[src/srt_div_macros.svh]
`ifndef SRT_DIV_MACROS_SVH
`define SRT_DIV_MACROS_SVH

// operand width, keep it even so the radix-4 digit pairs line up
`define DIV_DATA_W 16

// normalized entries waiting between normalizer and core
`define DIV_FIFO_DEPTH 4

// radix-4 steps, two quotient bits each plus one spare step
`define DIV_ITERS ((`DIV_DATA_W / 2) + 1)

// width of the normalization shift amount
`define DIV_SHIFT_W ($clog2(`DIV_DATA_W))

`endif

[src/srt_div_pkg.sv]
package srt_div_pkg;

	`include "srt_div_macros.svh"

	// iteration core FSM
	typedef enum logic [2:0] {
		IDLE,  // wait for a queued entry
		LOAD,  // set up remainder and quotient regs
		ITER,  // one radix-4 step per cycle
		FIX,   // sign correction and denormalize
		DONE   // results out, done high
	} div_state_e;

	// signed quotient digit, -2..+2, -1 is 3'b111
	typedef logic signed [2:0] qdigit_t;

	// one normalized operation
	typedef struct packed {
		logic [2*`DIV_DATA_W-1:0] dvd_sh;   // dividend << shamt, needs the double width
		logic [`DIV_DATA_W-1:0]   dvs_sh;   // divisor << shamt, msb set
		logic [`DIV_SHIFT_W-1:0]  shamt;    // leading zeros of divisor
		logic [`DIV_DATA_W-1:0]   dvd_orig; // raw dividend for the zero case
		logic                     dvs_zero; // divide by zero
	} norm_op_t;

endpackage

[src/norm_op_if.sv]
`timescale 1ns/1ps

interface norm_op_if import srt_div_pkg::*; ();

	logic     push;     // strobe, entry written this edge
	norm_op_t wr_entry; // entry from normalizer
	logic     full;     // queue level
	logic     pop;      // strobe, head retired this edge
	norm_op_t rd_entry; // queue head, valid while !empty
	logic     empty;    // queue level

	// normalizer side
	modport producer (
		output push,
		output wr_entry,
		input  full
	);

	// the queue itself
	modport queue (
		input  push,
		input  wr_entry,
		output full,
		input  pop,
		output rd_entry,
		output empty
	);

	// iteration core side
	modport consumer (
		output pop,
		input  rd_entry,
		input  empty
	);

endinterface

[src/srt_normalizer.sv]
`timescale 1ns/1ps

`include "srt_div_macros.svh"

module srt_normalizer import srt_div_pkg::*; (
	input  logic                   clk,
	input  logic                   rst,
	input  logic                   start,
	input  logic [`DIV_DATA_W-1:0] dividend,
	input  logic [`DIV_DATA_W-1:0] divisor,
	output logic                   ready,
	norm_op_if.producer            q
);

	localparam int W   = `DIV_DATA_W;
	localparam int SHW = `DIV_SHIFT_W;

	logic [SHW-1:0] lz;       // leading zeros of divisor
	logic           dvs_zero;
	logic           accept;   // start taken this cycle

	// a push in flight may take the last slot, so hold off until it lands
	assign ready  = ~q.full & ~q.push;
	assign accept = start & ready;

	assign dvs_zero = (divisor == '0);

	// priority scan where the highest set bit wins
	always_comb begin
		lz = '0;
		for (int i = 0; i < W; i++) begin
			if (divisor[i])
				lz = SHW'(W - 1 - i);
		end
	end

	// entry fields latched on an accepted start
	always_ff @(posedge clk) begin
		if (accept) begin
			q.wr_entry.dvd_sh   <= {{W{1'b0}}, dividend} << lz; // spare top bits absorb shift
			q.wr_entry.dvs_sh   <= divisor << lz;               // msb now set
			q.wr_entry.shamt    <= lz;                          // 0 for zero divisor
			q.wr_entry.dvd_orig <= dividend;
			q.wr_entry.dvs_zero <= dvs_zero;
		end
	end

	always_ff @(posedge clk) begin
		if (rst) begin
			q.push <= 1'b0;
		end else begin
			q.push <= accept; // one push per accepted start
		end
	end

endmodule

[src/op_fifo.sv]
`timescale 1ns/1ps

`include "srt_div_macros.svh"

module op_fifo import srt_div_pkg::*; (
	input logic      clk,
	input logic      rst,
	norm_op_if.queue q
);

	localparam int DEPTH = `DIV_FIFO_DEPTH;
	localparam int PTR_W = (DEPTH > 1) ? $clog2(DEPTH) : 1;
	localparam int CNT_W = $clog2(DEPTH + 1);

	norm_op_t   mem [DEPTH];
	logic [PTR_W-1:0] wr_ptr;
	logic [PTR_W-1:0] rd_ptr;
	logic [CNT_W-1:0] count; // entries held

	assign q.full     = (count == CNT_W'(DEPTH));
	assign q.empty    = (count == '0);
	assign q.rd_entry = mem[rd_ptr]; // head shows next cycle after push

	// entry storage
	always_ff @(posedge clk) begin
		if (q.push)
			mem[wr_ptr] <= q.wr_entry;
	end

	always_ff @(posedge clk) begin
		if (rst) begin
			wr_ptr <= '0;
			rd_ptr <= '0;
			count  <= '0;
		end else begin
			if (q.push) begin
				// back to slot zero after the last slot
				if (wr_ptr == PTR_W'(DEPTH - 1))
					wr_ptr <= '0;
				else
					wr_ptr <= wr_ptr + 1'b1;
			end
			if (q.pop) begin
				if (rd_ptr == PTR_W'(DEPTH - 1))
					rd_ptr <= '0;
				else
					rd_ptr <= rd_ptr + 1'b1;
			end
			// push and pop together cancel out
			case ({q.push, q.pop})
				2'b10:   count <= count + 1'b1;
				2'b01:   count <= count - 1'b1;
				default: count <= count;
			endcase
		end
	end

endmodule

[src/qds.sv]
`timescale 1ns/1ps

module qds import srt_div_pkg::*; (
	input  logic [4:0] r_idx,   // 4w estimate, units of 1/8, two's complement
	input  logic [3:0] d_idx,   // divisor 1.xxx, top bit always set
	output qdigit_t    quotient
);

	logic       neg_r;  // remainder sign
	logic [4:0] r_mag;  // magnitude of estimate
	logic [3:0] t_lo;   // smallest magnitude giving digit 1
	logic [3:0] t_hi;   // smallest magnitude giving digit 2
	logic [4:0] lo_lim;
	logic [4:0] hi_lim;
	logic       q0;
	logic       q2;
	logic [1:0] q_mag;

	assign neg_r = r_idx[4];
	// core saturates to +-15, so the negate never wraps
	assign r_mag = neg_r ? (~r_idx + 5'd1) : r_idx;

	// boundaries per divisor interval
	always_comb begin
		case (d_idx)
			4'b1000: begin
				t_lo = 4'd2;
				t_hi = 4'd6;
			end
			4'b1001: begin
				t_lo = 4'd2;
				t_hi = 4'd7;
			end
			4'b1010: begin
				t_lo = 4'd2;
				t_hi = 4'd8;
			end
			4'b1011: begin
				t_lo = 4'd2;
				t_hi = 4'd8;
			end
			4'b1100: begin
				t_lo = 4'd3;
				t_hi = 4'd9;
			end
			4'b1101: begin
				t_lo = 4'd3;
				t_hi = 4'd10;
			end
			4'b1110: begin
				t_lo = 4'd3;
				t_hi = 4'd10;
			end
			4'b1111: begin
				t_lo = 4'd3;
				t_hi = 4'd11;
			end
			default: begin // unnormalized divisor, never seen
				t_lo = 4'd15;
				t_hi = 4'd15;
			end
		endcase
	end

	// a negative estimate is floored, so its magnitude reads one high
	assign lo_lim = {1'b0, t_lo} + 5'(neg_r);
	assign hi_lim = {1'b0, t_hi} + 5'(neg_r);

	assign q0    = (r_mag < lo_lim);
	assign q2    = (r_mag >= hi_lim);
	assign q_mag = q0 ? 2'b00 : (q2 ? 2'b10 : 2'b01);

	// sign applied as two's complement, -1 comes out 3'b111
	assign quotient = qdigit_t'(neg_r ? (3'd0 - {1'b0, q_mag}) : {1'b0, q_mag});

endmodule

[src/srt_iter_core.sv]
`timescale 1ns/1ps

`include "srt_div_macros.svh"

module srt_iter_core import srt_div_pkg::*; (
	input  logic                   clk,
	input  logic                   rst,
	norm_op_if.consumer            q,
	output logic                   done,
	output logic [`DIV_DATA_W-1:0] quotient,
	output logic [`DIV_DATA_W-1:0] remainder,
	output logic                   div_zero
);

	localparam int W     = `DIV_DATA_W;
	localparam int RW    = 2 * W + 5;          // 3 int bits incl sign, 2W+2 frac bits
	localparam int QW    = 2 * `DIV_ITERS;     // on-the-fly quotient width
	localparam int CNT_W = $clog2(`DIV_ITERS + 1);

	div_state_e state;
	norm_op_t   ent_r;                  // popped entry
	logic signed [RW-1:0] rem_r;        // partial remainder
	logic signed [RW-1:0] rem_sh;       // 4 * rem
	logic signed [RW-1:0] rem_nxt;
	logic signed [RW-1:0] dvs_al;       // divisor aligned to remainder point
	logic [QW-1:0]    qp_r;             // quotient
	logic [QW-1:0]    qn_r;             // quotient minus one
	logic [QW-1:0]    qp_nxt;
	logic [QW-1:0]    qn_nxt;
	logic [CNT_W-1:0] cnt;
	logic signed [5:0] est;             // 4w in 1/8 units
	logic [4:0]        r_idx;
	qdigit_t           qd;
	logic signed [W+2:0] rem_int;       // final remainder, still normalized
	logic signed [W+2:0] rem_fix;
	logic [W-1:0]        q_fix;

	assign q.pop = (state == IDLE) & ~q.empty; // pop and capture together
	assign done  = (state == DONE);

	assign rem_sh = rem_r <<< 2;
	assign dvs_al = {3'b000, ent_r.dvs_sh, {(W + 2){1'b0}}};

	// estimate for the table, clamped to +-15
	assign est = rem_sh[RW-1 -: 6];
	always_comb begin
		if (est > 6'sd15)
			r_idx = 5'd15;
		else if (est < -6'sd15)
			r_idx = 5'b10001;
		else
			r_idx = est[4:0];
	end

	qds u_qds (
		.r_idx    (r_idx),
		.d_idx    (ent_r.dvs_sh[W-1 -: 4]),
		.quotient (qd)
	);

	// rem = 4*rem - qd*d
	always_comb begin
		case (qd)
			3'sd2:   rem_nxt = rem_sh - (dvs_al <<< 1);
			3'sd1:   rem_nxt = rem_sh - dvs_al;
			-3'sd1:  rem_nxt = rem_sh + dvs_al;
			-3'sd2:  rem_nxt = rem_sh + (dvs_al <<< 1);
			default: rem_nxt = rem_sh;
		endcase
	end

	// on-the-fly conversion, digit low bits equal qd mod 4
	always_comb begin
		if (qd > 0) begin
			qp_nxt = {qp_r[QW-3:0], qd[1:0]};
			qn_nxt = {qp_r[QW-3:0], qd[1:0] - 2'd1};
		end else if (qd < 0) begin
			qp_nxt = {qn_r[QW-3:0], qd[1:0]};
			qn_nxt = {qn_r[QW-3:0], qd[1:0] - 2'd1};
		end else begin
			qp_nxt = {qp_r[QW-3:0], 2'b00};
			qn_nxt = {qn_r[QW-3:0], 2'b11};
		end
	end

	// low W+2 bits are zero after the last step
	assign rem_int = rem_r[RW-1 -: W + 3];
	always_comb begin
		if (rem_int < 0) begin
			rem_fix = rem_int + $signed({3'b000, ent_r.dvs_sh}); // one divisor back
			q_fix   = qn_r[W-1:0];
		end else begin
			rem_fix = rem_int;
			q_fix   = qp_r[W-1:0];
		end
	end

	always_ff @(posedge clk) begin
		if (rst) begin
			state <= IDLE;
			cnt   <= '0;
		end else begin
			case (state)
				IDLE: if (!q.empty) state <= LOAD;
				LOAD: begin
					cnt   <= '0;
					state <= ent_r.dvs_zero ? FIX : ITER; // nothing to iterate
				end
				ITER: begin
					cnt <= cnt + 1'b1;
					if (cnt == CNT_W'(`DIV_ITERS - 1))
						state <= FIX;
				end
				FIX:     state <= DONE;
				default: state <= IDLE; // DONE
			endcase
		end
	end

	// datapath and result regs, held until the next FIX
	always_ff @(posedge clk) begin
		if (q.pop)
			ent_r <= q.rd_entry;
		case (state)
			LOAD: begin
				rem_r <= $signed({5'b00000, ent_r.dvd_sh});
				qp_r  <= '0;
				qn_r  <= '1; // zero minus one
			end
			ITER: begin
				rem_r <= rem_nxt;
				qp_r  <= qp_nxt;
				qn_r  <= qn_nxt;
			end
			FIX: begin
				div_zero <= ent_r.dvs_zero;
				if (ent_r.dvs_zero) begin
					quotient  <= '1;
					remainder <= ent_r.dvd_orig;
				end else begin
					quotient  <= q_fix;
					remainder <= rem_fix[W-1:0] >> ent_r.shamt; // undo normalization
				end
			end
			default: ;
		endcase
	end

endmodule

[src/srt_div.sv]
`timescale 1ns/1ps

`include "srt_div_macros.svh"

module srt_div import srt_div_pkg::*; (
	input  logic                   clk,
	input  logic                   rst,
	input  logic                   start,
	input  logic [`DIV_DATA_W-1:0] dividend,
	input  logic [`DIV_DATA_W-1:0] divisor,
	output logic                   ready,
	output logic                   done,
	output logic [`DIV_DATA_W-1:0] quotient,
	output logic [`DIV_DATA_W-1:0] remainder,
	output logic                   div_zero
);

	norm_op_if op_q (); // normalizer -> queue -> core

	srt_normalizer u_norm (
		.clk      (clk),
		.rst      (rst),
		.start    (start),
		.dividend (dividend),
		.divisor  (divisor),
		.ready    (ready),
		.q        (op_q.producer)
	);

	op_fifo u_fifo (
		.clk (clk),
		.rst (rst),
		.q   (op_q.queue)
	);

	srt_iter_core u_core (
		.clk       (clk),
		.rst       (rst),
		.q         (op_q.consumer),
		.done      (done),
		.quotient  (quotient),
		.remainder (remainder),
		.div_zero  (div_zero)
	);

endmodule

[config.mk]
export PLATFORM = sky130hd
export DESIGN_NAME = srt_div
export DESIGN_NICKNAME = d
export VERILOG_FILES = /design/src/srt_div_pkg.sv /design/src/norm_op_if.sv /design/src/srt_normalizer.sv /design/src/op_fifo.sv /design/src/qds.sv /design/src/srt_iter_core.sv /design/src/srt_div.sv
export VERILOG_INCLUDE_DIRS = /design/src
export SDC_FILE = /design/constraint.sdc
export NUM_CORES = 1
export LEC_CHECK = 0
export BUFFER_PORTS_ARGS = -buffer_cell sky130_fd_sc_hd__clkbuf_2
export CAP_MARGIN = 20
export CORE_ASPECT_RATIO = 1.25
export CORE_MARGIN = 5
export CORE_UTILIZATION = 35
export DETAILED_ROUTE_END_ITERATION = 16
export PLACE_DENSITY = 0.5
export SYNTH_ARGS = -nofsm -noshare
export SYNTH_HDL_FRONTEND = slang
export SYNTH_HIERARCHICAL = 1
export SYNTH_SLANG_ARGS = --single-unit
[constraint.sdc]
create_clock -name clk -period 8.9 [get_ports clk]
set_clock_uncertainty 0.05 [all_clocks]
set_input_delay 1.335 -clock clk [delete_from_list [all_inputs] [get_ports clk]]
set_output_delay 1.335 -clock clk [all_outputs]
set_load 0.05 [all_outputs]
==> impl_metrics.csv <==
group,metric,value,unit
timing,setup_slack,1.32,ns
critical_path,worstPathArrival,7.86,ns
placed_design,gp_congestion,0.885,
placed_design,port-buffer-count,69,
floorplanning,io_pins,70,
critical_path,slowest_delay,0.83,ns
floorplanning,start_util,0.351,
floorplanning,fp-row-count,112,
routing,wl_per_cell,21.7,um
clocking,cts_tree,"built",
floorplanning,die_h,315,um
timing,setup_viol,0,
grt,track_usage,0.162,
routing,num_vias,16400,
flow_run,maxCapViolCount,0,
placed_design,hpwl,44.4,mm
timing,final.setup.tns,0,ns
clocking,cts.clk_slew.worst_paths,0.06,ns
timing,fmax,132,MHz
logic_synthesis,ys_async_sr_fraction,0,
critical_path,critPathLaunchType,"flop",
grt,grt_start_max_net_pins,57,
min_path,hold_class,"flop to flop",
critical_path,critPathMaxFanout,21,
logic_synthesis,dominantRegCellSynth,"edfxtp_1",
critical_path,critPathRequiredTime,9.18,ns
grt,grt_pass1_vias,16800,
floorplanning,core-area,0.0744,mm2
finish,syn2layout_area_growth,11.0,%
clocking,cts_buffer_depth,3,
clocking,hold_buffers,0,
grt,grt_pass1_wl,102,mm
logic_synthesis,synth_area,0.0261,mm2
routing,postRouteAntennaNets,0,
timing,min_period,7.58,ns
timing,tightest_slew,1.07,ns
critical_path,worstSetupEndpointType,"flop",
clocking,clock-root-buffer,"clkbuf_16",
logic_synthesis,yosysWarnings,6,
routing,wirelength,65.5,mm
clocking,clock_sinks,531,
finish,diodes,0,
critical_path,cpMaxStageDelayCell,"ha_1",
logic_synthesis,synth_seq_cells,531,
clocking,htreeDepth,2,
timing,maxSlewViolCount,0,
logic_synthesis,syn_nets,2083,
timing,rsz0062_at_grt,"no",
finish,drive_above_1_share,0.150,
clocking,ctsResizeCount,0,
routing,post-route-drc-count,0,
finish,final_util,0.390,
grt,grt-ovfl-total,0,
routing,vias_per_cell,5.43,
placed_design,dp_slack,1.37,ns
routing,drt-initial-drc-count,1113,
timing,worst_slew_margin_rel,0.279,
finish,final_nets,2131,
clocking,cts_setup_buffers,0,
logic_synthesis,synth-edff-count,514,
timing,period_share,0.852,
floorplanning,chipWidth,254,um
floorplanning,fp.dieArea,0.0803,mm2
clocking,clk_latency,0.61,ns
grt,antenna_found_initial,0,
status,status,"finished, final reports clean",
critical_path,path_common_cell,"ha_1",
logic_synthesis,syn_inst,1965,
logic_synthesis,ys_types,101,
timing,hold_viol_final,0,
logic_synthesis,seq_area_frac_synth,0.604,
routing,drt_pass1_iterations,6,
clocking,cts_buffers,53,
logic_synthesis,syn_avg_cell_area,13.3,um2
critical_path,timing.setup.critical_path_class,"flop to flop",
cells in the mapped netlist (all sizes together) (12+ instances only):
cell,count,share of area
ha,79,0.038
a21oi,68,0.013
nor3,39,0.0077
a31oi,12,0.0029
nand3,50,0.0096
a21o,21,0.0061
edfxtp,514,0.59
o22ai,13,0.0031
o21ai,70,0.014
nand2b,13,0.0031
a211oi,20,0.0059
mux2,15,0.0066
o21a,16,0.0046
inv,53,0.0076
dfxtp,17,0.013
mux4,75,0.065
nor2,145,0.021
nor4,12,0.0034
nand2,217,0.031
xnor2,46,0.015
buf,43,0.011
and2,27,0.0066
or3,13,0.0031
xor2,23,0.0077
nor2b,18,0.0043
clkbuf,62,0.0090
mux2i,63,0.024
nand4,22,0.0053
placed cells by master, fill, tap and decap left out, drive strengths merged, types with 8 or more instances in the layout:
cell and count:
nand4 22, a21oi 68, or3 13, xor2 23, a211oi 20, buf 28
clkinv 30, o31a 8, nor2 145, o21a 16, and2 27, nand2 217
mux4 75, mux2 15, o211ai 11, o22ai 13, a21o 21, inv 54
mux2i 63, nand3b 8, nand2b 13, and3 10, o21ai 70, or2 8
o31ai 10, clkbuf 130, ha 79, nand3 50, xnor2 46, nor4 12
dfxtp 17, a221oi 11, edfxtp 514, nor2b 18, nor3 39, a31oi 12
path summary, 6_finish.rpt:
path / slack [ns] / to / startpoint / depth (start not counted)
setup / recovery: 1.32 / u_core/rem_r[36]$_SDFFCE_PN0P_ / u_core/rem_r[31]$_DFFE_PP_ / 29
hold / removal: 0.42 / u_core/cnt[3]$_SDFFE_PP0P_ / u_core/cnt[3]$_SDFFE_PP0P_ / 1
setup reg to reg: 1.32 / u_core/rem_r[36]$_SDFFCE_PN0P_ / u_core/rem_r[31]$_DFFE_PP_ / 29
hold reg to reg: 0.42 / u_core/cnt[3]$_SDFFE_PP0P_ / u_core/cnt[3]$_SDFFE_PP0P_ / 1
final cells by class:
type                            count  area, um2
Clock buffer                       60       1350
Clock inverter                     31        219
Fill cell                        7002      45400
Inverter                           56        211
Multi-Input combinational cell   1273       9650
Sequential cell                   531      15800
Tap cell                          969       1210
Timing Repair Buffer               98        576
cells by family after synthesis:
kind of cell             Yosys count  synth area share
AO/OA/AOI/OAI                    360            0.0976
XOR/XNOR                          69            0.0231
adder cells (fa/ha/maj)           83            0.0409
buffers and inverters            161            0.0284
flip-flops                       531             0.604
multiplexers                     153            0.0954
other                              1          0.000144
AND/OR/NAND/NOR                  607             0.111
registers in the layout (all words and copies together), names as in the netlist, named ones only:
signal and count:
u_core/cnt 4, u_core/div_zero 1, u_core/dvs_al 16, u_core/ent_r 53, u_core/qn_r 16, u_core/qp_r 16, u_core/quotient 16, u_core/rem_r 36
u_core/remainder 16, u_core/state 3, u_fifo/count 3, u_fifo/mem 276, u_fifo/rd_ptr 2, u_fifo/wr_ptr 2, u_norm/q.push 1, u_norm/q.wr_entry 68
worst max-delay path: cells and delay by family (launching register included):
family	cells	cell delay [ns]
buf+inv	2	0.40
compound gates	9	1.91
flops	1	0.53
simple gates	10	1.89
xor+xnor	3	0.51
fa+ha+maj	5	1.98
metrics by stage:
| step | cells | hold slack (ns) | cell area, um2 |
|---|---|---|---|
| after CTS | 3016 | 0.430 | 29000 |
| after floorplan | 1965 | 0.374 | 26100 |
| after detailed placement | 2925 | 0.421 | 27400 |
| after global placement | 2922 | 0.410 | 27400 |
| final | 3018 | 0.423 | 29000 |
| after global routing | 3018 | 0.448 | 29000 |
per-layer routing:
| layer | global-route usage | share of wire | wire length, um | up-vias |
|---|---|---|---|---|
| met1 | 0.208 | 0.42 | 27700 | 8251 |
| li1 | - | - | - | 7665 |
| met3 | 0.0183 | 0.034 | 2210 | 114 |
| met2 | 0.286 | 0.51 | 33500 | 365 |
| met4 | 0.0520 | 0.031 | 2060 | 0 |
| met5 | 0 | 0 | 0 | - |
Power is not shown: default switching activity piles up to over one toggle a cycle in this logic, so the estimate is an artifact.
